File: src/md_bcast_pkg.sv
`default_nettype none

package md_bcast_pkg;

	// ring size, any value of 2 or more
	localparam int NUM_CELLS = 4;

	// particle ids start at 1, a count of 0 means an empty cell
	localparam int PARTICLE_ID_WIDTH = 7;

	// filter buffer
	localparam int FIFO_DEPTH = 8;
	localparam int FIFO_PTR_WIDTH = $clog2(FIFO_DEPTH);
	localparam int FIFO_LEVEL_WIDTH = $clog2(FIFO_DEPTH + 1);
	// back-pressure leaves room for the two pairs still in flight
	localparam int BP_LEVEL = 5;

	// {ref, partner, phase}
	localparam int PAIR_WIDTH = 2 * PARTICLE_ID_WIDTH + 1;

	// credits each cell holds towards the force unit
	localparam int FORCE_CREDITS = 4;
	localparam int CREDIT_WIDTH = $clog2(FORCE_CREDITS + 1);

	// idle cycles between iter_start and the count pulse
	localparam int WAIT_CYCLES = 10;
	localparam int WAIT_CNT_WIDTH = $clog2(WAIT_CYCLES + 1);

	// controller states
	localparam logic [1:0] WAIT_FOR_START = 2'b00;
	localparam logic [1:0] READ_PARTICLE_NUM = 2'b01;
	localparam logic [1:0] READING = 2'b10;
	localparam logic [1:0] WAIT_NEXT_REF = 2'b11;

endpackage

`default_nettype wire

File: src/broadcast_controller.sv
`timescale 1ns/1ps
`default_nettype none

module broadcast_controller
	import md_bcast_pkg::*;
(
	input wire clk,
	input wire rst,
	input wire iter_start,
	input wire [NUM_CELLS*PARTICLE_ID_WIDTH-1:0] particle_num,
	input wire [NUM_CELLS-1:0] back_pressure,
	input wire [NUM_CELLS-1:0] reading_done,
	input wire [NUM_CELLS-1:0] filter_buffer_empty,
	input wire [NUM_CELLS-1:0] credits_full,
	output logic [PARTICLE_ID_WIDTH-1:0] particle_id,
	output logic [PARTICLE_ID_WIDTH-1:0] ref_id,
	output logic phase,
	output logic reading_particle_num,
	output logic pause_reading,
	output logic iter_done
);

	logic [1:0] state;
	logic [WAIT_CNT_WIDTH-1:0] wait_cnt;
	logic [NUM_CELLS-1:0] broadcast_done;
	logic all_broadcast_done;
	logic all_reading_done;
	logic all_buffers_empty;
	logic all_credits_full;
	logic any_back_pressure;

	// per-cell sweep end, one compare against the larger of own and neighbor count
	for (genvar i = 0; i < NUM_CELLS; i++)
	begin : g_done
		logic [PARTICLE_ID_WIDTH-1:0] own_num;
		logic [PARTICLE_ID_WIDTH-1:0] nbr_num;
		logic [PARTICLE_ID_WIDTH-1:0] last_id;

		assign own_num = particle_num[i*PARTICLE_ID_WIDTH +: PARTICLE_ID_WIDTH];
		// ring neighbor, last cell wraps to cell 0
		assign nbr_num = particle_num[((i+1)%NUM_CELLS)*PARTICLE_ID_WIDTH +: PARTICLE_ID_WIDTH];
		assign last_id = (own_num > nbr_num) ? own_num : nbr_num;
		assign broadcast_done[i] = (particle_id >= last_id);
	end

	// reductions over all cells
	assign all_broadcast_done = &broadcast_done;
	assign all_reading_done = &reading_done;
	assign all_buffers_empty = &filter_buffer_empty;
	assign all_credits_full = &credits_full;
	assign any_back_pressure = |back_pressure;

	always_ff @(posedge clk)
	begin
		if (rst)
		begin
			state <= WAIT_FOR_START;
			wait_cnt <= '0;
			ref_id <= PARTICLE_ID_WIDTH'(1);
			particle_id <= '0;
			phase <= 1'b0;
			reading_particle_num <= 1'b0;
			pause_reading <= 1'b1;
			iter_done <= 1'b0;
		end
		else
		begin
			// single-cycle pulses
			reading_particle_num <= 1'b0;
			iter_done <= 1'b0;
			case (state)
				WAIT_FOR_START:
				begin
					ref_id <= PARTICLE_ID_WIDTH'(1);
					particle_id <= '0;
					phase <= 1'b0;
					// countdown gives the host time to settle the new counts
					if (wait_cnt == WAIT_CNT_WIDTH'(WAIT_CYCLES))
					begin
						state <= READ_PARTICLE_NUM;
						wait_cnt <= '0;
						reading_particle_num <= 1'b1;
						pause_reading <= 1'b0;
					end
					else if (iter_start || wait_cnt != '0)
					begin
						wait_cnt <= wait_cnt + 1'b1;
						pause_reading <= 1'b1;
					end
					else
					begin
						pause_reading <= 1'b1;
					end
				end
				READ_PARTICLE_NUM:
				begin
					// cells latch counts this cycle, sweep starts at id 1
					state <= READING;
					ref_id <= PARTICLE_ID_WIDTH'(1);
					particle_id <= PARTICLE_ID_WIDTH'(1);
					pause_reading <= 1'b0;
				end
				READING:
				begin
					// current id already taken by the cells, hold it while stalled
					if (any_back_pressure)
					begin
						pause_reading <= 1'b1;
					end
					else if (all_broadcast_done)
					begin
						particle_id <= PARTICLE_ID_WIDTH'(1);
						phase <= ~phase;
						if (phase == 1'b0)
						begin
							// same ref, now against the neighbor cell
							pause_reading <= 1'b0;
						end
						else
						begin
							// both phases done for this ref
							state <= WAIT_NEXT_REF;
							ref_id <= ref_id + 1'b1;
							pause_reading <= 1'b1;
						end
					end
					else
					begin
						particle_id <= particle_id + 1'b1;
						pause_reading <= 1'b0;
					end
				end
				WAIT_NEXT_REF:
				begin
					// drain every buffer before the next ref or the end
					if (!all_buffers_empty)
					begin
						pause_reading <= 1'b1;
					end
					else if (all_reading_done)
					begin
						pause_reading <= 1'b1;
						// iteration ends only once every credit is back
						if (all_credits_full)
						begin
							state <= WAIT_FOR_START;
							iter_done <= 1'b1;
							ref_id <= PARTICLE_ID_WIDTH'(1);
							particle_id <= '0;
							phase <= 1'b0;
						end
					end
					else
					begin
						state <= READING;
						pause_reading <= 1'b0;
					end
				end
			endcase
		end
	end

endmodule

`default_nettype wire

File: src/cell_pair_filter.sv
`timescale 1ns/1ps
`default_nettype none

module cell_pair_filter
	import md_bcast_pkg::*;
(
	input wire clk,
	input wire rst,
	input wire [PARTICLE_ID_WIDTH-1:0] particle_num_in,
	input wire [PARTICLE_ID_WIDTH-1:0] neighbor_num_in,
	input wire [PARTICLE_ID_WIDTH-1:0] particle_id,
	input wire [PARTICLE_ID_WIDTH-1:0] ref_id,
	input wire phase,
	input wire reading_particle_num,
	input wire pause_reading,
	input wire credit_return,
	output logic back_pressure,
	output logic reading_done,
	output logic filter_buffer_empty,
	output logic credits_full,
	output logic pair_valid,
	output logic [PARTICLE_ID_WIDTH-1:0] pair_ref,
	output logic [PARTICLE_ID_WIDTH-1:0] pair_partner,
	output logic pair_phase
);

	logic [PARTICLE_ID_WIDTH-1:0] own_num;
	logic [PARTICLE_ID_WIDTH-1:0] nbr_num;
	logic bcast_valid;
	logic ref_in_cell;
	logic partner_ok;
	logic accept;
	logic stage_valid;
	logic [PARTICLE_ID_WIDTH-1:0] stage_ref;
	logic [PARTICLE_ID_WIDTH-1:0] stage_partner;
	logic stage_phase;
	logic fifo_push;
	logic fifo_pop;
	logic fifo_empty;
	logic [FIFO_LEVEL_WIDTH-1:0] fifo_level;
	logic [PAIR_WIDTH-1:0] fifo_head;
	logic [CREDIT_WIDTH-1:0] credits;

	// counts held for the whole iteration
	always_ff @(posedge clk)
	begin
		if (rst)
		begin
			own_num <= '0;
			nbr_num <= '0;
		end
		else if (reading_particle_num)
		begin
			own_num <= particle_num_in;
			nbr_num <= neighbor_num_in;
		end
	end

	// count pulse cycle carries no pair
	assign bcast_valid = !pause_reading && !reading_particle_num;
	assign ref_in_cell = (ref_id <= own_num);
	// phase 0 higher ids of own cell, phase 1 every id of the neighbor
	assign partner_ok = phase ? (particle_id != '0 && particle_id <= nbr_num)
		: (ref_id < particle_id && particle_id <= own_num);
	assign accept = bcast_valid && ref_in_cell && partner_ok;

	// one registered acceptance stage
	always_ff @(posedge clk)
	begin
		if (rst)
			stage_valid <= 1'b0;
		else
			stage_valid <= accept;
	end

	always_ff @(posedge clk)
	begin
		if (accept)
		begin
			stage_ref <= ref_id;
			stage_partner <= particle_id;
			stage_phase <= phase;
		end
	end

	assign fifo_push = stage_valid;

	pair_fifo fifo_i (
		.clk(clk),
		.rst(rst),
		.push(fifo_push),
		.push_data({stage_ref, stage_partner, stage_phase}),
		.pop(fifo_pop),
		.pop_data(fifo_head),
		.empty(fifo_empty),
		.level(fifo_level)
	);

	// send the head whenever a credit is left
	assign pair_valid = !fifo_empty && (credits != '0);
	assign fifo_pop = pair_valid;
	assign {pair_ref, pair_partner, pair_phase} = fifo_head;

	// one credit per sent pair, one back per return pulse
	always_ff @(posedge clk)
	begin
		if (rst)
			credits <= CREDIT_WIDTH'(FORCE_CREDITS);
		else
		begin
			case ({fifo_pop, credit_return})
				2'b10: credits <= credits - 1'b1;
				2'b01: credits <= credits + 1'b1;
				default: credits <= credits;
			endcase
		end
	end

	assign credits_full = (credits == CREDIT_WIDTH'(FORCE_CREDITS));
	assign back_pressure = (fifo_level >= FIFO_LEVEL_WIDTH'(BP_LEVEL));
	// stage register counts as buffered too
	assign filter_buffer_empty = fifo_empty && !stage_valid;
	assign reading_done = (ref_id > own_num);

endmodule

`default_nettype wire

File: src/pair_broadcast_top.sv
`timescale 1ns/1ps
`default_nettype none

module pair_broadcast_top
	import md_bcast_pkg::*;
(
	input wire clk,
	input wire rst,
	input wire iter_start,
	input wire [NUM_CELLS*PARTICLE_ID_WIDTH-1:0] particle_num,
	input wire [NUM_CELLS-1:0] credit_return,
	output wire [NUM_CELLS-1:0] pair_valid,
	output wire [NUM_CELLS*PARTICLE_ID_WIDTH-1:0] pair_ref,
	output wire [NUM_CELLS*PARTICLE_ID_WIDTH-1:0] pair_partner,
	output wire [NUM_CELLS-1:0] pair_phase,
	output wire iter_done
);

	// broadcast bus
	wire [PARTICLE_ID_WIDTH-1:0] particle_id;
	wire [PARTICLE_ID_WIDTH-1:0] ref_id;
	wire phase;
	wire reading_particle_num;
	wire pause_reading;

	// status back from the cells
	wire [NUM_CELLS-1:0] back_pressure;
	wire [NUM_CELLS-1:0] reading_done;
	wire [NUM_CELLS-1:0] filter_buffer_empty;
	wire [NUM_CELLS-1:0] credits_full;

	broadcast_controller ctrl_i (
		.clk(clk),
		.rst(rst),
		.iter_start(iter_start),
		.particle_num(particle_num),
		.back_pressure(back_pressure),
		.reading_done(reading_done),
		.filter_buffer_empty(filter_buffer_empty),
		.credits_full(credits_full),
		.particle_id(particle_id),
		.ref_id(ref_id),
		.phase(phase),
		.reading_particle_num(reading_particle_num),
		.pause_reading(pause_reading),
		.iter_done(iter_done)
	);

	for (genvar i = 0; i < NUM_CELLS; i++)
	begin : g_cell
		// cell i pairs with cell i+1, last one wraps to cell 0
		cell_pair_filter cell_i (
			.clk(clk),
			.rst(rst),
			.particle_num_in(particle_num[i*PARTICLE_ID_WIDTH +: PARTICLE_ID_WIDTH]),
			.neighbor_num_in(particle_num[((i+1)%NUM_CELLS)*PARTICLE_ID_WIDTH +: PARTICLE_ID_WIDTH]),
			.particle_id(particle_id),
			.ref_id(ref_id),
			.phase(phase),
			.reading_particle_num(reading_particle_num),
			.pause_reading(pause_reading),
			.credit_return(credit_return[i]),
			.back_pressure(back_pressure[i]),
			.reading_done(reading_done[i]),
			.filter_buffer_empty(filter_buffer_empty[i]),
			.credits_full(credits_full[i]),
			.pair_valid(pair_valid[i]),
			.pair_ref(pair_ref[i*PARTICLE_ID_WIDTH +: PARTICLE_ID_WIDTH]),
			.pair_partner(pair_partner[i*PARTICLE_ID_WIDTH +: PARTICLE_ID_WIDTH]),
			.pair_phase(pair_phase[i])
		);
	end

endmodule

`default_nettype wire

File: src/pair_fifo.sv
`timescale 1ns/1ps
`default_nettype none

module pair_fifo
	import md_bcast_pkg::*;
(
	input wire clk,
	input wire rst,
	input wire push,
	input wire [PAIR_WIDTH-1:0] push_data,
	input wire pop,
	output logic [PAIR_WIDTH-1:0] pop_data,
	output logic empty,
	output logic [FIFO_LEVEL_WIDTH-1:0] level
);

	logic [PAIR_WIDTH-1:0] mem [FIFO_DEPTH];
	logic [FIFO_PTR_WIDTH-1:0] wr_ptr;
	logic [FIFO_PTR_WIDTH-1:0] rd_ptr;
	logic wr_en;
	logic rd_en;

	// wrap for any depth, not only powers of two
	function automatic logic [FIFO_PTR_WIDTH-1:0] ptr_inc(
		input logic [FIFO_PTR_WIDTH-1:0] ptr
	);
		if (ptr == FIFO_PTR_WIDTH'(FIFO_DEPTH - 1))
			return '0;
		return ptr + 1'b1;
	endfunction

	assign empty = (level == '0);
	// a push into a full buffer is dropped
	assign wr_en = push && (level != FIFO_LEVEL_WIDTH'(FIFO_DEPTH));
	assign rd_en = pop && !empty;
	// head shown without a read cycle
	assign pop_data = mem[rd_ptr];

	always_ff @(posedge clk)
	begin
		if (wr_en)
			mem[wr_ptr] <= push_data;
	end

	always_ff @(posedge clk)
	begin
		if (rst)
		begin
			wr_ptr <= '0;
			rd_ptr <= '0;
			level <= '0;
		end
		else
		begin
			if (wr_en)
				wr_ptr <= ptr_inc(wr_ptr);
			if (rd_en)
				rd_ptr <= ptr_inc(rd_ptr);
			case ({wr_en, rd_en})
				2'b10: level <= level + 1'b1;
				2'b01: level <= level - 1'b1;
				default: level <= level;
			endcase
		end
	end

endmodule

`default_nettype wire

File: config.mk
export PLATFORM = sky130hd
export DESIGN_NAME = pair_broadcast_top
export DESIGN_NICKNAME = d
export VERILOG_FILES = /design/src/md_bcast_pkg.sv /design/src/broadcast_controller.sv /design/src/cell_pair_filter.sv /design/src/pair_broadcast_top.sv /design/src/pair_fifo.sv
export SDC_FILE = /design/constraint.sdc
export NUM_CORES = 1
export LEC_CHECK = 0
export BUFFER_PORTS_ARGS = -buffer_cell sky130_fd_sc_hd__buf_4
export CAP_MARGIN = 20
export CELL_PAD_IN_SITES_DETAIL_PLACEMENT = 1
export CELL_PAD_IN_SITES_GLOBAL_PLACEMENT = 2
export CORE_MARGIN = 1.5
export CORE_UTILIZATION = 50
export DETAILED_ROUTE_END_ITERATION = 8
export PLACE_DENSITY = 0.95
export SYNTH_ARGS = -nofsm -noshare
export SYNTH_HDL_FRONTEND = slang
export SYNTH_HIERARCHICAL = 1
export SYNTH_SLANG_ARGS = --single-unit
File: constraint.sdc
create_clock -name clk -period 10 [get_ports clk]
set_input_delay 1.5 -clock clk [delete_from_list [all_inputs] [get_ports clk]]
set_output_delay 1.5 -clock clk [all_outputs]
set_load 0.02 [all_outputs]
==> results.json <==
{
  "crit_path_cell_trace": "buf_4, inv_1, ha_1, a21oi_1, nor2b_1, o21ai_0, o21ai_0, o22ai_1, a21oi_1, ha_1, nand2_1, o21ai_0, nand4_1, a221oi_4, nand4_2, nor3_1, mux2i_1",
  "utilization_pct": 57.52,
  "io_buffer_count": 99,
  "numCtsBuffers": 71,
  "min_from": "g_cell[0].cell_i/nbr_num[5]",
  "cts_tree": "done",
  "worstSetupPathType": "input pin to flip-flop",
  "cp_top_family": "compound AO/OA/AOI/OAI gates",
  "avgSynthCellArea_um2": 14.98,
  "p_leak_nw": 12.54,
  "antenna_found_initial": 0,
  "clk_latency_ns": 0.62,
  "post-route-drc-count": 0,
  "hold_violations": 0,
  "synth_enable_flop_cells": 540,
  "total_power_mw": 5.859,
  "root_buffer": "clkbuf_16",
  "grt_overflow": 0,
  "drv_slew": 0,
  "cts_hold_buf": 0,
  "holdPathEnd": "g_cell[0].cell_i/nbr_num[5]",
  "min_period_ns": 4.921,
  "outcome": "finished clean",
  "critPathBufInv": 2,
  "critPathMaxStageDelay_ns": 0.67,
  "critPathCaptureType": "flip-flop",
  "cpMostUsedCell": "o21ai_0",
  "syn_nets": 2331,
  "routedWlPerCell_um": 26.66,
  "slowest_stage": "o22ai_1",
  "drive_above_1_share_pct": 17.88,
  "grt_pass1_wl_um": 126000,
  "ys_warn_count": 6,
  "rows": 91,
  "finalSetupViolCount": 0,
  "r2r-end": "ctrl_i/ref_id[5]",
  "startpoint_type": "input pin",
  "final_common_cell": "edfxtp_1",
  "final_cell_mix": "edfxtp_1 (540), ha_1 (202), inv_1 (150)",
  "area_growth_pct": 13.57,
  "fmax_mhz": 203.2,
  "hold_ws_ns": 0.4957,
  "tightest_slew_ns": 1.116,
  "die_width_um": 253.3,
  "grt_max_degree": 88,
  "r2r_start": "ctrl_i/ref_id[5]",
  "io-pin-count": 100,
  "ys.flop_type": "edfxtp_1",
  "ir_drop_mv": 0.1131,
  "async_flop_share_pct": 0,
  "initial_utilization_pct": 50.65,
  "reg2reg_depth": 11,
  "rsz0062_at_grt": "false",
  "drtPass1Iterations": 5,
  "path_clk_slew_ns": 0.06,
  "grt_usage_pct": 26.39,
  "post-cts-setup-buffers": 0,
  "cp_max_fo": 12,
  "skew_ns": 0.02627,
  "vias": 18870,
  "ff2ff_setup_slack_ns": 5.15,
  "hpwlAfterDp_um": 51490,
  "power_density_nw_per_um2": 164.7,
  "synth_seq_cells": 688,
  "synth_top_area_share_pct": 51.79,
  "first_global_vias": 20510,
  "dp.cells": 2991,
  "drt-initial-drc-count": 1184,
  "synth_area_leaders": "edfxtp_1 (52%), dfxtp_1 (9.5%), ha_1 (8.1%), mux4_1 (7.6%), mux2i_1 (2.5%)",
  "post_cts_resize_count": 0,
  "syn_inst": 2090,
  "clock-sinks": 688,
  "wl_um": 83290,
  "crit_required_ns": 10.55,
  "min_path_cells": 2,
  "dieArea_um2": 64140,
  "cts_buffer_depth": 3,
  "vias_per_cell": 6.041,
  "chipHeight_um": 253.3,
  "num_antenna_cells": 0,
  "core_um2": 61830,
  "final_nets": 2470,
  "drv_cap": 0,
  "arrival_ns": 5.47,
  "tns_ns": 0,
  "yosysTopAreaCell": "edfxtp_1",
  "fin_crit_sh_pct": 49.21,
  "cts_max_level": 3,
  "slew_headroom_pct": 25.50,
  "layout.cells.non_filler": 3124,
  "ant_nets": 0,
  "place_congestion": 0.8329,
  "synth_seq_area_share_pct": 61.25,
  "netlist_area_um2": 31310,
  "hold_path.class": "flip-flop to flip-flop",
  "synth_cell_types": 58
}
-- per-layer routing --
metal  vias up  share of wire (%)  global-route usage (%)  wire length (um)
met5         -                  0                       0                 0
met4         0                3.6                   10.98              3017
met3       183                4.4                   3.084              3646
met2       577                 51                   46.94             42800
met1      9740                 41                   32.62             33830
li1       8372                  -                       -                 -
-- layout make-up --
type                            count  area (um2)
Multi-Input combinational cell   1181       11450
Fill cell                        5813       26260
Timing Repair Buffer              137        1049
Inverter                          150       563.0
Tap cell                          837        1047
Clock inverter                     43       385.4
Sequential cell                   688       19180
Clock buffer                       88        1882
-- through the flow --
stage               cell area, um2  setup slack (ns)
floorplan                    31310             5.496
global placement             33250             4.764
detailed placement           33260             4.562
global route                 35560             4.777
finish                       35560             5.079
CTS                          35530             5.116
-- flip-flops by register name, summed over array words and instances, names as in the netlist, 7 cells and up, named ones only --
| register | flops |
|---|---|
| g_cell.cell_i/fifo_i/mem | 480 |
| g_cell.cell_i/nbr_num | 28 |
| g_cell.cell_i/own_num | 28 |
| g_cell.cell_i/stage_partner | 28 |
| g_cell.cell_i/stage_ref | 28 |
| g_cell.cell_i/fifo_i/level | 16 |
| g_cell.cell_i/credits | 12 |
| g_cell.cell_i/fifo_i/rd_ptr | 12 |
| g_cell.cell_i/fifo_i/wr_ptr | 12 |
| ctrl_i/particle_id | 7 |
| ctrl_i/ref_id | 7 |
-- worst register-to-register path: stages (launching register included) --
cell      delay [ns]
dfxtp_1         1.06
ha_1            0.40
nand3_1         0.11
nor2_1          0.06
a21oi_1         0.12
a21boi_0        0.87
nand4_1         0.47
o31ai_1         0.53
and2_2          0.29
nand4_2         0.28
nor3_1          0.36
mux2i_1         0.22
-- cell usage after synthesis (all sizes together), types with 29 or more instances --
| cell | count |
|---|---|
| buf | 36 |
| mux2i | 77 |
| nand3 | 30 |
| inv | 150 |
| nor2 | 151 |
| clkbuf | 35 |
| o21ai | 52 |
| mux4 | 120 |
| nand4 | 29 |
| ha | 202 |
| nor3 | 35 |
| a21oi | 104 |
| edfxtp | 540 |
| nand2 | 62 |
| dfxtp | 148 |
| mux2 | 65 |
-- how the worst max path moves through the flow --
stage                                start               end  slack [ns]  depth (start not counted)
after CTS                 particle_num[11]  ctrl_i/ref_id[5]        5.12                         17
after global routing      particle_num[11]  ctrl_i/ref_id[5]        4.78                         17
final                     particle_num[11]  ctrl_i/ref_id[5]        5.08                         17
after floorplan           particle_num[18]      ctrl_i/phase        5.50                         17
after detailed placement  particle_num[11]  ctrl_i/ref_id[5]        4.56                         17
after global placement    particle_num[11]      ctrl_i/phase        4.76                         17
-- report_power, final --
part,internal (mW),leakage (nW),switching (mW)
Combinational,0.0683,5.47,0.108
Clock,1.44,1.10,1.17
Sequential,3.05,5.97,0.0209
Total,4.56,12.5,1.30
-- logic make-up after synthesis --
| logic type | synth area share [%] |
|---|---|
| multiplexers | 14.51 |
| flip-flops | 61.25 |
| adder cells (fa/ha/maj) | 8.327 |
| buffers and inverters | 3.009 |
| AO/OA/AOI/OAI | 5.814 |
| AND/OR/NAND/NOR | 6.505 |
| XOR/XNOR | 0.5874 |
(Power assumes the default switching activity.)
